<file path="src/common/uartFramePkg.sv">
// UART frame definitions
// Byte and bit position types, transmitter states, line select codes
// and the printable character range sent by the beacon

package uartFramePkg;

   typedef logic [7:0] uartByte;   // One character on the wire
   typedef logic [2:0] bitIndex;   // Data bit position within a frame

   // Transmitter FSM
   typedef enum logic [1:0] {
      txIdle  = 2'd0,   // Line at mark, waiting for a request
      txStart = 2'd1,   // Start bit on the line
      txData  = 2'd2,   // Data bit on the line
      txStop  = 2'd3    // Stop bit on the line
   } txState;

   // Level the serial line takes at the next tick
   typedef enum logic [1:0] {
      lineMark  = 2'd0,   // High
      lineStart = 2'd1,   // Low
      lineData  = 2'd2    // Shifter LSB
   } lineSelect;

   localparam uartByte FIRST_CHAR = 8'd48;    // '0'
   localparam uartByte LAST_CHAR  = 8'd122;   // 'z'
   localparam int      DATA_BITS  = 8;        // 8N1 frame

endpackage

</file>
<file path="src/common/uartRatePkg.sv">
// UART rate definitions
// Board clock, line rate, character rate and the derived dividers

package uartRatePkg;

   localparam int unsigned CLOCK_HZ  = 32'd50_000_000;   // DE2 50 MHz oscillator
   localparam int unsigned BAUD_RATE = 32'd115_200;

   // Clock cycles per bit, 434 at 115200 baud
   localparam int unsigned BAUD_DIVIDER = CLOCK_HZ / BAUD_RATE;

   // Characters per second, well below what the line can carry
   localparam int unsigned CHAR_RATE = 32'd20;

   // Clock cycles between send strobes
   localparam int unsigned CHAR_PERIOD = CLOCK_HZ / CHAR_RATE;

endpackage

</file>
<file path="src/common/txLinkIf.sv">
// Transmit link between the UART controller and its shifter
// Per-tick strobes plus the line level select

interface txLinkIf import uartFramePkg::*; ();

   logic      advance;   // Line register updates at this edge
   logic      load;      // Capture a new byte
   logic      shiftEn;   // Move right, old LSB to the line
   lineSelect lineSel;   // What the line shows

   // Controller side drives everything
   modport ctrl (
      output advance,
      output load,
      output shiftEn,
      output lineSel
   );

   // Shifter side only listens
   modport shift (
      input advance,
      input load,
      input shiftEn,
      input lineSel
   );

endinterface

</file>
<file path="src/baudTimer.sv">
// Baud timer
// Free running divider, one-cycle tick per bit period

module baudTimer #(
   parameter int unsigned BAUD_DIVIDER = uartRatePkg::BAUD_DIVIDER   // Cycles per bit
) (
   input  logic CLOCK_50,
   input  logic reset,
   output logic baudTick
);

   logic [31:0] baudCount;   // Cycles into the current bit

   ////////////////////////////////////////////////////////////////////////////
   // Divider
   ////////////////////////////////////////////////////////////////////////////

   // Tick registered on the wrap, so the first one lands
   // BAUD_DIVIDER cycles after reset goes away
   always_ff @(posedge CLOCK_50) begin
      if (reset) begin
         baudCount <= '0;
         baudTick  <= 1'b0;
      end else if (baudCount == 32'(BAUD_DIVIDER - 1)) begin
         baudCount <= '0;
         baudTick  <= 1'b1;   // Bit boundary
      end else begin
         baudCount <= baudCount + 32'd1;
         baudTick  <= 1'b0;
      end
   end

   ////////////////////////////////////////////////////////////////////////////
   // Checks
   ////////////////////////////////////////////////////////////////////////////

   // Single cycle pulse, the FSM steps once per bit
   tickIsPulse: assert property (
      @(posedge CLOCK_50) disable iff (reset)
      baudTick |=> !baudTick
   );

endmodule

</file>
<file path="src/charSource.sv">
// Character source
// Strobes the next printable code, '0' up to 'z' and round again,
// once per character period

module charSource import uartFramePkg::*; #(
   parameter int unsigned CHAR_PERIOD = uartRatePkg::CHAR_PERIOD   // Cycles per strobe
) (
   input  logic    CLOCK_50,
   input  logic    reset,
   output logic    sendNew,    // One-cycle request
   output uartByte charByte    // Held from strobe to strobe
);

   logic [31:0] rateCount;   // Cycles since the last strobe
   uartByte     nextChar;    // Code for the coming strobe

   ////////////////////////////////////////////////////////////////////////////
   // Rate counter and sequencer
   ////////////////////////////////////////////////////////////////////////////

   // charByte only moves on the strobe itself, so the transmitter can
   // pick it up at any later tick of the period
   always_ff @(posedge CLOCK_50) begin
      if (reset) begin
         rateCount <= '0;
         sendNew   <= 1'b0;
         charByte  <= FIRST_CHAR;
         nextChar  <= FIRST_CHAR;   // First strobe carries '0'
      end else if (rateCount == 32'(CHAR_PERIOD - 1)) begin
         rateCount <= '0;
         sendNew   <= 1'b1;
         charByte  <= nextChar;
         if (nextChar >= LAST_CHAR) begin
            nextChar <= FIRST_CHAR;   // Wrap after 'z'
         end else begin
            nextChar <= nextChar + 8'd1;
         end
      end else begin
         rateCount <= rateCount + 32'd1;
         sendNew   <= 1'b0;   // Strobe lasts one cycle
      end
   end

   ////////////////////////////////////////////////////////////////////////////
   // Checks
   ////////////////////////////////////////////////////////////////////////////

   // Never anything outside the printable window
   charInRange: assert property (
      @(posedge CLOCK_50) disable iff (reset)
      charByte inside {[FIRST_CHAR:LAST_CHAR]}
   );

endmodule

</file>
<file path="src/uartTx/txControl.sv">
// UART transmit controller
// Start, eight data bits LSB first, stop, paced by the baud tick
// Holds one pending request and reports idle and frame done

module txControl import uartFramePkg::*; (
   input  logic CLOCK_50,
   input  logic reset,
   input  logic baudTick,   // One per bit period
   input  logic sendNew,    // Request from the character source
   txLinkIf.ctrl link,
   output logic txIdle,     // High between frames
   output logic frameDone   // One cycle at end of frame
);

   txState  state;
   logic    pending;    // Request waiting for the next tick
   bitIndex bitCount;   // Data bit now on the line
   logic    lastBit;

   assign lastBit = (bitCount == bitIndex'(DATA_BITS - 1));
   assign txIdle  = (state == uartFramePkg::txIdle);

   ////////////////////////////////////////////////////////////////////////////
   // Link strobes, only inside a tick cycle
   ////////////////////////////////////////////////////////////////////////////

   always_comb begin
      link.advance = 1'b0;
      link.load    = 1'b0;
      link.shiftEn = 1'b0;
      link.lineSel = lineMark;
      if (baudTick) begin
         case (state)
            uartFramePkg::txIdle: begin
               if (pending) begin
                  link.advance = 1'b1;
                  link.load    = 1'b1;        // Byte in, line low
                  link.lineSel = lineStart;
               end
            end
            txStart: begin
               link.advance = 1'b1;
               link.shiftEn = 1'b1;           // Bit 0 out
               link.lineSel = lineData;
            end
            txData: begin
               link.advance = 1'b1;
               if (!lastBit) begin
                  link.shiftEn = 1'b1;        // Next data bit
                  link.lineSel = lineData;
               end
            end
            default: begin
               link.advance = 1'b1;           // Line held at mark
            end
         endcase
      end
   end

   ////////////////////////////////////////////////////////////////////////////
   // FSM, request latch, bit counter
   ////////////////////////////////////////////////////////////////////////////

   always_ff @(posedge CLOCK_50) begin
      if (reset) begin
         state     <= uartFramePkg::txIdle;
         pending   <= 1'b0;
         bitCount  <= '0;
         frameDone <= 1'b0;
      end else begin
         frameDone <= 1'b0;

         // Requests during a frame, or on top of a pending one, are lost
         if (link.load) begin
            pending <= 1'b0;
         end else if (sendNew && txIdle && !pending) begin
            pending <= 1'b1;
         end

         if (baudTick) begin
            case (state)
               uartFramePkg::txIdle: begin
                  if (pending) begin
                     state <= txStart;
                  end
               end
               txStart: begin
                  state    <= txData;
                  bitCount <= '0;
               end
               txData: begin
                  if (lastBit) begin
                     state <= txStop;                  // Stop bit goes out
                  end else begin
                     bitCount <= bitCount + 3'd1;
                  end
               end
               default: begin
                  state     <= uartFramePkg::txIdle;   // Stop bit complete
                  frameDone <= 1'b1;
               end
            endcase
         end
      end
   end

   ////////////////////////////////////////////////////////////////////////////
   // Checks
   ////////////////////////////////////////////////////////////////////////////

   loadNotShift: assert property (
      @(posedge CLOCK_50) disable iff (reset)
      !(link.load && link.shiftEn)
   );

   // Done pulse only follows a tick edge
   doneOnTick: assert property (
      @(posedge CLOCK_50) disable iff (reset)
      frameDone |-> $past(baudTick)
   );

endmodule

</file>
<file path="src/uartTx/txShifter.sv">
// UART transmit shifter
// Byte shift register, registered serial line and last-byte copy

module txShifter import uartFramePkg::*; (
   input  logic    CLOCK_50,
   input  logic    reset,
   txLinkIf.shift  link,
   input  uartByte charByte,   // Byte from the character source
   output logic    uartTxd,    // Serial line, high at rest
   output uartByte lastByte    // Byte of the current or last frame
);

   uartByte shiftReg;      // Remaining data bits, LSB next
   logic    advanceSeen;   // Line has been driven since reset

   ////////////////////////////////////////////////////////////////////////////
   // Data path
   ////////////////////////////////////////////////////////////////////////////

   always_ff @(posedge CLOCK_50) begin
      if (link.load) begin
         shiftReg <= charByte;
      end else if (link.shiftEn) begin
         shiftReg <= shiftReg >> 1;   // Zero fill from the top
      end
   end

   // Line register, glitch free on the pin
   always_ff @(posedge CLOCK_50) begin
      if (reset) begin
         uartTxd     <= 1'b1;   // Mark
         lastByte    <= '0;
         advanceSeen <= 1'b0;
      end else begin
         if (link.advance) begin
            advanceSeen <= 1'b1;
            case (link.lineSel)
               lineStart: uartTxd <= 1'b0;
               lineData:  uartTxd <= shiftReg[0];   // Old LSB
               default:   uartTxd <= 1'b1;
            endcase
         end
         if (link.load) begin
            lastByte <= charByte;
         end
      end
   end

   ////////////////////////////////////////////////////////////////////////////
   // Checks
   ////////////////////////////////////////////////////////////////////////////

   // Until the controller first drives the line it rests at mark
   idleUntilAdvance: assert property (
      @(posedge CLOCK_50) disable iff (reset)
      !advanceSeen |-> uartTxd
   );

endmodule

</file>
<file path="src/serialBeacon.sv">
// UART character beacon, top level
// Sends '0' to 'z' over and over as 8N1 frames on uartTxd

module serialBeacon import uartFramePkg::*; #(
   parameter int unsigned BAUD_DIVIDER = uartRatePkg::BAUD_DIVIDER,   // Cycles per bit
   parameter int unsigned CHAR_PERIOD  = uartRatePkg::CHAR_PERIOD     // Cycles per char
) (
   input  logic    CLOCK_50,
   input  logic    reset,
   output logic    uartTxd,     // Serial out
   output logic    txIdle,      // Transmitter between frames
   output logic    frameDone,   // End of frame pulse
   output uartByte lastByte     // Byte last loaded for sending
);

   logic    baudTick;
   logic    sendNew;
   uartByte charByte;

   txLinkIf link ();   // Controller to shifter

   baudTimer #(
      .BAUD_DIVIDER (BAUD_DIVIDER)
   ) baudTimerInst (
      .CLOCK_50 (CLOCK_50),
      .reset    (reset),
      .baudTick (baudTick)
   );

   charSource #(
      .CHAR_PERIOD (CHAR_PERIOD)
   ) charSourceInst (
      .CLOCK_50 (CLOCK_50),
      .reset    (reset),
      .sendNew  (sendNew),
      .charByte (charByte)
   );

   txControl txControlInst (
      .CLOCK_50  (CLOCK_50),
      .reset     (reset),
      .baudTick  (baudTick),
      .sendNew   (sendNew),
      .link      (link.ctrl),
      .txIdle    (txIdle),
      .frameDone (frameDone)
   );

   txShifter txShifterInst (
      .CLOCK_50 (CLOCK_50),
      .reset    (reset),
      .link     (link.shift),
      .charByte (charByte),
      .uartTxd  (uartTxd),
      .lastByte (lastByte)
   );

endmodule

</file>
<file path="config.mk">
export PLATFORM = sky130hd
export DESIGN_NAME = serialBeacon
export DESIGN_NICKNAME = d
export VERILOG_FILES = /design/src/common/uartFramePkg.sv /design/src/common/uartRatePkg.sv /design/src/common/txLinkIf.sv /design/src/baudTimer.sv /design/src/charSource.sv /design/src/uartTx/txControl.sv /design/src/uartTx/txShifter.sv /design/src/serialBeacon.sv
export SDC_FILE = /design/constraint.sdc
export NUM_CORES = 1
export LEC_CHECK = 0
export ABC_AREA = 1
export BUFFER_PORTS_ARGS = -buffer_cell sky130_fd_sc_hd__buf_2
export CORE_MARGIN = 4
export CORE_UTILIZATION = 50
export CTS_CLUSTER_DIAMETER = 60
export DETAILED_ROUTE_END_ITERATION = 10
export PLACE_DENSITY = 0.66
export SLEW_MARGIN = 0
export SYNTH_ARGS = -nofsm -noshare
export SYNTH_HDL_FRONTEND = slang
export SYNTH_HIERARCHICAL = 1
export SYNTH_SLANG_ARGS = --single-unit
</file>
<file path="constraint.sdc">
create_clock -name CLOCK_50 -period 4.5 [get_ports CLOCK_50]
set_input_delay 0 -clock CLOCK_50 [delete_from_list [all_inputs] [get_ports CLOCK_50]]
set_output_delay 0 -clock CLOCK_50 [all_outputs]
set_load 0.01 [all_outputs]
</file>
After elaboration in Yosys (flattened, before gate mapping)
Cells that the tools add are included.
{ "op_classes": {"n_reduce_logical": 13, "bitwise": 1, "n_lt_le_gt_ge": 1, "n_eq_ne": 10, "addsub": 4, "mux": 24} }
{ "op_table": {"columns": ["op", "n"], "rows": [
  ["$add 32x1->32 const B", 2],
  ["$eq 32x22->1 const B", 1],
  ["$eq 32x9->1 const B", 1],
  ["$mux 8", 3],
  ["$pmux 2 s3", 2],
  ["$mux 1", 11],
  ["$add 8x1->8 const B", 1],
  ["$ge 8x7->1 const B", 1],
  ["$mux 2", 4],
  ["$reduce_or 2->1", 4],
  ["$pmux 3 s2", 1],
  ["$reduce_and 3->1", 2],
  ["$eq 2x1->1 const B", 2],
  ["$eq 2x2->1 const B", 2],
  ["$ne 2x2->1 const B", 2],
  ["$pmux 1 s2", 2],
  ["$reduce_bool 2->1", 2],
  ["$add 3x1->3 const B", 1],
  ["$eq 3x3->1 const B", 1],
  ["$mux 3", 1],
  ["$reduce_or 3->1", 1],
  ["$logic_and 1x1->1", 2],
  ["$logic_not 2->1", 1],
  ["$ne 2x1->1 const B", 1],
  ["2 further kinds", 2]
]} }
{ "totals": {"output_inout_bits": 11, "in_bits": 2, "wordCells": 66, "regBits": 106} }

Depth between registers and ports, before layout
Gate-level depths: netlist (run 1).
{ "logic_depth": {"ltp_word": 6, "depth_mapped": 10, "depth_no_buf": 10} }

Cells and area by module
The synthesis (run 1) kept the hierarchy.
{ "modules_own_cells": {"columns": ["module", "n_inst", "cells_each", "seq_area_each_um2", "area_per_inst_um2"], "rows": [
  ["charSource", 1, 419, 980.9, 2730.1],
  ["baudTimer", 1, 299, 660.6, 1883.1],
  ["txShifter", 1, 70, 420.4, 685.7],
  ["txControl", 1, 65, 140.1, 455.4]
]} }

Worst setup path after synthesis (run 1)
OpenSTA, ideal clock, no wires.
{ "synth_path": {"path_type": "flip-flop to flip-flop", "start": "register txControlInst.state[0]", "end": "register txShifterInst.shiftReg[0], enable pin", "path_buffers": 1, "stages_incl_launch_ff": 7, "required_time_ns": 4.229, "setup_ns": 0.271, "t_arrival_ns": 1.317, "period_less_slack_ns": 1.588, "slack_ns": 2.912, "cell_sequence": "dfxtp_1 -> inv_1 -> ha_1 -> inv_1 -> nor2_1 -> buf_6 -> or2_2"} }
{ "synth_via": {"elab_chain_len": 4, "elab_cells_between_ends": 8, "classes_between": "eq/ne (2); mux (4); reduce/logical (2)"} }
{ "synth_rtl": {"columns": ["element", "line_no", "source"], "rows": [
  ["start: declaration", "txControl.sv:15", "txState state;"],
  ["start signal: assignment", "txControl.sv:66", "state <= uartFramePkg::txIdle;"],
  ["start signal: assignment", "txControl.sv:84", "state <= txStart;"],
  ["start signal: assignment", "txControl.sv:88", "state <= txData;"],
  ["$logic_not 2->1", null, null],
  ["net txIdle", "serialBeacon.sv:11", "output logic txIdle,"],
  ["$mux 1", "txControl.sv:33", "case (state)"],
  ["$mux 1", "txControl.sv:32", "if (baudTick) begin"],
  ["net link.load", "txLinkIf.sv:7", "logic load;"],
  ["$reduce_bool 2->1 (no source line)", null, null],
  ["end signal: assignment", "txShifter.sv:22", "shiftReg <= charByte;"],
  ["end signal: assignment", "txShifter.sv:24", "shiftReg <= shiftReg >> 1;"],
  ["end: declaration", "txShifter.sv:13", "uartByte shiftReg;"]
]} }
The timed path passes the listed nets, and every way through them passes these cells.
A chain may end at the register's enable or synchronous reset.

Worst setup path after layout (run 1)
{ "layout_path": {"start": "register txControlInst.state[0]", "end": "register txShifterInst.shiftReg[5], enable pin"} }
{ "layout_via": {"elab_chain_len": 4, "elab_cells_between_ends": 8, "classes_between": "eq/ne (2); mux (4); reduce/logical (2)"} }
{ "layout_rtl": {"columns": ["element", "line_no"], "rows": [
  ["$logic_not 2->1", "txControl.sv:33"],
  ["$mux 1", "txControl.sv:33"],
  ["$mux 1", "txControl.sv:32"],
  ["net link.load", "txLinkIf.sv:7"],
  ["$reduce_bool 2->1 (no source line)", null]
]} }
The timed path passes the listed nets, and every way through them passes these cells.

==> run_results.csv, run 1 <==
group,metric,value,unit
run_status,outcome,"completed",
drt,drtAntennaViolNets,0,
clocking,cts_hold_buffers,0,
worst_setup_path,slowest_stage,"nor2_1",
clocking,clock_path_buffers,2,
drt,drt_iter0_drc,393,
power,ir_drop,305,uV
clocking,clockRootBuffer,"clkbuf_16",
clocking,cts_resized,0,
power,p_leak,2.24,nW
worst_setup_path,startpoint_type,"flip-flop",
sta,period_minus_slack,2.22,ns
placement,hpwl,8.98,mm
worst_setup_path,critPathKind,"flip-flop to flip-flop",
sta,finalCritPeriodShare,49.4,%
logic_synthesis,synthMuxAreaShare,0,%
sta,max_slew_margin,28.8,%
floorplan,ios,13,
global_route,overflow,0,
global_route,grt.total_usage,19.7,%
floorplan,dieHeight,115,um
drt,routed_wl,12.0,mm
worst_setup_path,cp_cell_sequence,"inv_1 > ha_1 > inv_1 > nor2_1 > or2_2",
drt,via_per_inst,4.86,
worst_setup_path,cp_max_fo,13,
clocking,cts_made_buffers,9,
finish,regArea,0.00220,mm2
logic_synthesis,yosysSeqAreaShare,38.3,%
drt,m1WireLength,5.57,mm
finish,finalNetCount,877,
clocking,clock_latency,0.35,ns
floorplan,dieArea,0.0133,mm2
clocking,cts_sinks,106,
floorplan,coreArea,0.0110,mm2
logic_synthesis,synth_xor_area_share,3.96,%
worst_setup_path,critPathCaptureType,"flip-flop",
logic_synthesis,ys_warn_count,6,
sta,setup_tns,0,ns
drt,vias,4903,
floorplan,start_util,52.2,%
worst_setup_path,crit_family,"simple AND/OR/NAND/NOR gates",
clocking,post-cts-setup-buffer-count,0,
logic_synthesis,synthCells,853,
logic_synthesis,synth_area_leaders,"dfxtp_1, nand2_1, nor2_1, inv_1, edfxtp_1",
sta,finalHoldViolations,0,
logic_synthesis,yosys.cell_types.count,32,
worst_hold_path,hp-class,"input port to flip-flop",
worst_setup_path,worst_path_largest_cell_delay,0.81,ns
logic_synthesis,ys_ff_latch,106,
sta,slew_violations,0,
finish,n_fill_cell,1071,
drt,top_layer,"met4",
finish,area_delta_synth_final,7.09,%
finish,multi_input_area,0.00307,mm2
placement,io_buffers,12,
sta,setup_ws,2.28,ns
sta,final.setup_skew,0.00782,ns
worst_setup_path,crit_required,4.55,ns
placement,place_ws,2.23,ns
finish,diodes,0,
job,drv_cap,0,
logic_synthesis,yosys.area.top_type,"dfxtp_1",
logic_synthesis,synth_compound_area_share,6.09,%
global_route,antenna_found_initial,0,
sta,setup_viol,0,
worst_setup_path,cp_num_buf_inv,2,
sta,fmax,450,MHz
floorplan,num_rows,38,
logic_synthesis,syn_area,0.00575,mm2
drt,wl_met2,5.76,mm
logic_synthesis,syn_nets,866,
power,powerDensity,292,mW/mm2
worst_setup_path,cpMostUsedCell,"inv_1",
logic_synthesis,postSynthAreaPerCell,6.75,um2
logic_synthesis,synthAdderAreaFrac,2.39,%
floorplan,die_w,115,um
drt,drc,0,
global_route,grt_max_degree,37,
clocking,cts_tree,"built",
drt,first_pass_iters,5,
placement,place_congestion,0.896,
finish,drive_gt1_share,10.6,%
worst_setup_path,arrival,2.27,ns
drt,wl_per_cell,11.9,um
clocking,clk_pin_slew,0.07,ns
global_route,grt_pass1_vias,4738,
logic_synthesis,synth_top_family_by_area,"simple AND/OR/NAND/NOR gates",
global_route,grt_pass1_wl,21.1,mm
logic_synthesis,synth-simple-area-share,41.0,%
sta,rsz0062_at_grt,"no",
drt,wl_met3,462,um
sta,worst_pin_slew,1.06,ns
clocking,ctsHtreeMaxLevel,3,
logic_synthesis,synth_top_area_share,34.1,%
==> metrics by stage <==
stage	std cells	hold WS [ns]	area (um2)	power [mW]	util, %
3_3_place_gp	993	0.403	5860	1.01	53.1
2_1_floorplan	853	0.0716	5750	1.01	-
3_5_place_dp	993	0.398	5860	1.01	53.1
4_1_cts	1009	0.106	6160	1.83	55.9
5_1_grt	1009	0.137	6160	1.87	55.9
6_report	1009	0.121	6160	1.80	55.9
==> logic make-up (layout without fill, tap and decap cells) <==
| group | after synthesis | count (layout) |
|---|---|---|
| flops | 106 | 106 |
| buf+inv | 102 | 118 |
| xor+xnor | 26 | 26 |
| simple gates | 557 | 557 |
| compound gates | 51 | 51 |
| fa+ha+maj | 11 | 11 |
==> sequential cells by signal, summed over array words and instances, names as in the netlist <==
name                      flops
txShifterInst/shiftReg        8
charSourceInst/rateCount     32
txControlInst/bitCount        3
charSourceInst/sendNew        1
charSourceInst/nextChar       8
charSourceInst/charByte       8
baudTimerInst/baudCount      32
txControlInst/pending         1
txShifterInst/lastByte        8
txShifterInst/uartTxd         1
txControlInst/frameDone       1
txControlInst/state           2
baudTimerInst/baudTick        1
==> cells in the mapped netlist <==
master,instances
a21oi_1,21
a211oi_1,1
or2_2,1
nor2_1,179
a21oi_2,20
nand3b_1,10
nand2_4,1
nand2_2,11
nor2_2,10
inv_2,5
nor2_4,10
edfxtp_1,8
nand4_1,6
o21bai_4,1
o21ai_2,1
ha_1,11
o21ai_0,7
buf_12,3
buf_2,2
xnor2_1,13
nand3_2,2
nand2_1,288
inv_8,1
buf_6,4
buf_4,2
dfxtp_1,98
nand3_1,35
inv_1,84
clkbuf_1,1
xor2_1,13
nand2_8,1
nor3_1,3
==> report_power, final <==
group,switching [mW],internal (mW)
clock network,0.373,0.441
logic,0.0251,0.00819
registers,0.00349,0.951
==> placed cells by master (no fill, tap or decap), drive strengths merged, types with 11 or more instances in the layout <==
master,count
a21oi,41
buf,12
dfxtp,98
ha,11
inv,94
nand2,301
nand3,37
nor2,199
xnor2,13
xor2,13
==> area by class of cell <==
cell class	count	area share (%)
clock inverters	7	1.32
flip-flops and latches	106	35.7
well taps	140	2.84
multi-input cells	645	49.9
repair buffers	12	0.975
inverters	90	5.60
clock buffers	9	3.65
==> layer usage <==
| layer | vias up | GRT usage [%] |
|---|---|---|
| met3 | 17 | 5.00 |
| met2 | 93 | 33.4 |
| li1 | 2625 | - |
| met5 | - | 0 |
| met1 | 2168 | 24.8 |
| met4 | 0 | 5.56 |
==> worst paths after layout <==
kind	startpoint	endpoint	slack (ns)	cells past startpoint
setup / recovery	txControlInst/state[0]	txShifterInst/shiftReg[5]	2.28	5
hold / removal	reset	txShifterInst/lastByte[0]	0.12	2
setup reg to reg	txControlInst/state[0]	txShifterInst/shiftReg[5]	2.28	5
hold reg to reg	charSourceInst/nextChar[7]	charSourceInst/charByte[7]	0.45	2
No activity file was read; power rests on OpenSTA's default activity.
==> run 2, diff against run 1 <==
--- a/config.mk
+++ b/config.mk
@@ -5,13 +5,13 @@
 export SDC_FILE = /design/constraint.sdc
 export NUM_CORES = 1
 export LEC_CHECK = 0
-export ABC_AREA = 1
+export ABC_AREA = 0
 export BUFFER_PORTS_ARGS = -buffer_cell sky130_fd_sc_hd__buf_2
 export CORE_MARGIN = 4
 export CORE_UTILIZATION = 50
 export CTS_CLUSTER_DIAMETER = 60
 export DETAILED_ROUTE_END_ITERATION = 10
-export PLACE_DENSITY = 0.66
+export PLACE_DENSITY = 0.69
 export SLEW_MARGIN = 0
 export SYNTH_ARGS = -nofsm -noshare
 export SYNTH_HDL_FRONTEND = slang
==> constraint.sdc (replaced) <==
create_clock -name CLOCK_50 -period 1.9 [get_ports CLOCK_50]
set_input_delay 0 -clock CLOCK_50 [delete_from_list [all_inputs] [get_ports CLOCK_50]]
set_output_delay 0 -clock CLOCK_50 [all_outputs]
set_load 0.01 [all_outputs]
==> run_results.csv, run 2 <==
group,metric,value,unit
floorplan,coreArea,0.0103,mm2
sta,setup_viol,0,
finish,drive_gt1_share,19.0,%
logic_synthesis,yosysMostFrequentCell,"dfxtp_1",
clocking,clk_pin_slew,0.09,ns
logic_synthesis,synth_edf_count,8,
global_route,grt.total_usage,19.3,%
finish,instances_no_fill,763,
clocking,clockRootBuffer,"clkbuf_8",
global_route,overflow,0,
logic_synthesis,synthCells,584,
floorplan,start_util,51.3,%
global_route,grt_pass1_wl,20.2,mm
power,ir_drop,541,uV
floorplan,dieHeight,111,um
drt,wl_per_cell,15.2,um
power,p_leak,2.05,nW
placement,dp_cells,743,
worst_setup_path,critPathKind,"flip-flop to flip-flop",
logic_synthesis,synth_area_leaders,"dfxtp_1, a21oi_1, edfxtp_1, o31ai_1, nand4_1",
sta,finalHoldViolations,0,
sta,rsz0062_at_grt,"no",
job,drv_cap,0,
global_route,grt_pass1_vias,4446,
sta,fmax,551,MHz
placement,place_congestion,0.843,
floorplan,dieArea,0.0123,mm2
drt,drc,0,
clocking,clock_latency,0.38,ns
clocking,clock_path_buffers,2,
finish,finalNetCount,635,
worst_setup_path,critPathCaptureType,"flip-flop",
logic_synthesis,yosys.area.top_type,"dfxtp_1",
logic_synthesis,syn_nets,597,
sta,setup_tns,0,ns
sta,final.setup_skew,0.0136,ns
floorplan,ios,13,
worst_setup_path,arrival,2.09,ns
drt,drtAntennaViolNets,0,
finish,final_cell_mix,"dfxtp_1, buf_4, a21oi_1",
logic_synthesis,ys.flop_type,"dfxtp_1",
logic_synthesis,synth_top_area_share,37.2,%
sta,max_slew_margin,71.5,%
clocking,cts_made_buffers,9,
finish,final_common_cell,"dfxtp_1",
clocking,cts_sinks,106,
sta,worst_pin_slew,0.424,ns
global_route,antenna_found_initial,0,
placement,hpwl,7.97,mm
run_status,outcome,"completed",
finish,area_delta_synth_final,13.7,%
placement,io_buffers,12,
logic_synthesis,yosysSeqAreaShare,41.8,%
logic_synthesis,synthArstFlopShare,0,%
finish,reg_top3,"baudTimerInst/baudCount x32, charSourceInst/rateCount x32",
worst_setup_path,crit_required,2.17,ns
global_route,grt_max_degree,32,
finish,diodes,0,
sta,slew_violations,0,
floorplan,num_rows,37,
sta,period_minus_slack,1.81,ns
clocking,ctsHtreeMaxLevel,3,
logic_synthesis,ys_warn_count,6,
logic_synthesis,postSynthAreaPerCell,9.03,um2
logic_synthesis,synth_common_cells,"dfxtp_1, a21oi_1, nand2_1, nor2_1, nand4_1",
logic_synthesis,ys_ff_latch,106,
clocking,cts_tree,"built",
floorplan,die_w,111,um
sta,finalCritPeriodShare,95.5,%
drt,routed_wl,11.6,mm
drt,via_per_inst,5.99,
worst_setup_path,startpoint_type,"flip-flop",
logic_synthesis,syn_area,0.00527,mm2
sta,whs,0.419,ns
drt,vias,4571,
power,powerDensity,627,mW/mm2
drt,first_pass_iters,5,
logic_synthesis,yosys.cell_types.count,63,
worst_hold_path,hp-class,"input port to flip-flop",
drt,drt_iter0_drc,242,
worst_setup_path,cp_max_fo,2,
-- run 2: area by class of cell --
type / count / area [um2]
fill: 910 / 4280
multi-input combinational: 419 / 2870
sequential: 106 / 2200
timing repair buffer: 64 / 473
tap: 136 / 170
clock buffer: 10 / 128
inverter: 22 / 82.6
clock inverter: 6 / 68.8
-- run 2: logic make-up after synthesis --
family / synth area share, %
fa+ha+maj: 2.61
buf+inv: 5.41
simple gates: 29.1
flops: 41.8
xor+xnor: 4.48
mux: 0.949
compound gates: 15.7
-- run 2: worst paths after layout --
check / startpoint / depth (start not counted) / to / slack (ns)
worst max register to register: txControlInst/bitCount[0] / 7 / txShifterInst/uartTxd / 0.09
worst min register to register: charSourceInst/sendNew / 2 / txControlInst/pending / 0.48
worst max-delay path: txControlInst/bitCount[0] / 7 / txShifterInst/uartTxd / 0.09
worst min-delay path: reset / 3 / txControlInst/bitCount[2] / 0.42
-- run 2: timing repair --
action / 4_1_cts / 5_1_grt
pin swaps: 0 / 3
hold buffers: 1 / 0
buffers inserted: 0 / 3
endpoints found under the setup margin: 6 / 78
resized for setup: 4 / 19
endpoints found under the hold margin: 4 / 0
-- run 2: worst max-delay path: stages (launching register included) --
cell and delay, ns:
dfxtp_2 0.33, ha_2 0.19, ha_4 0.16, nand2b_4 0.14, mux2i_1 0.13, and2_1 0.15, or3b_1 0.35, a311o_1 0.27
-- run 2: routing by layer --
layer	vias to the layer above	share of wire [%]	track usage [%]
met5	-	0	0
met4	0	1.3	6.81
met3	12	3.3	3.93
met2	84	47	32.0
met1	2191	48	24.8
li1	2284	-	-
-- run 2: through the flow --
stage          power (mW)  utilization [%]  worst slack (ns)  area, um2
2_1_floorplan        2.37                -            0.0378       5280
3_3_place_gp         2.41             55.4           -0.0156       5700
3_5_place_dp         2.41             55.4           -0.0501       5700
4_1_cts              3.81             57.6           0.00641       5920
5_1_grt              3.92             58.4          0.000690       6000
6_report             3.76             58.4            0.0852       6000
-- run 2: power breakdown --
group / internal, mW / switching (mW)
registers: 2.25 / 0.0112
clock network: 0.614 / 0.786
logic: 0.0368 / 0.0610
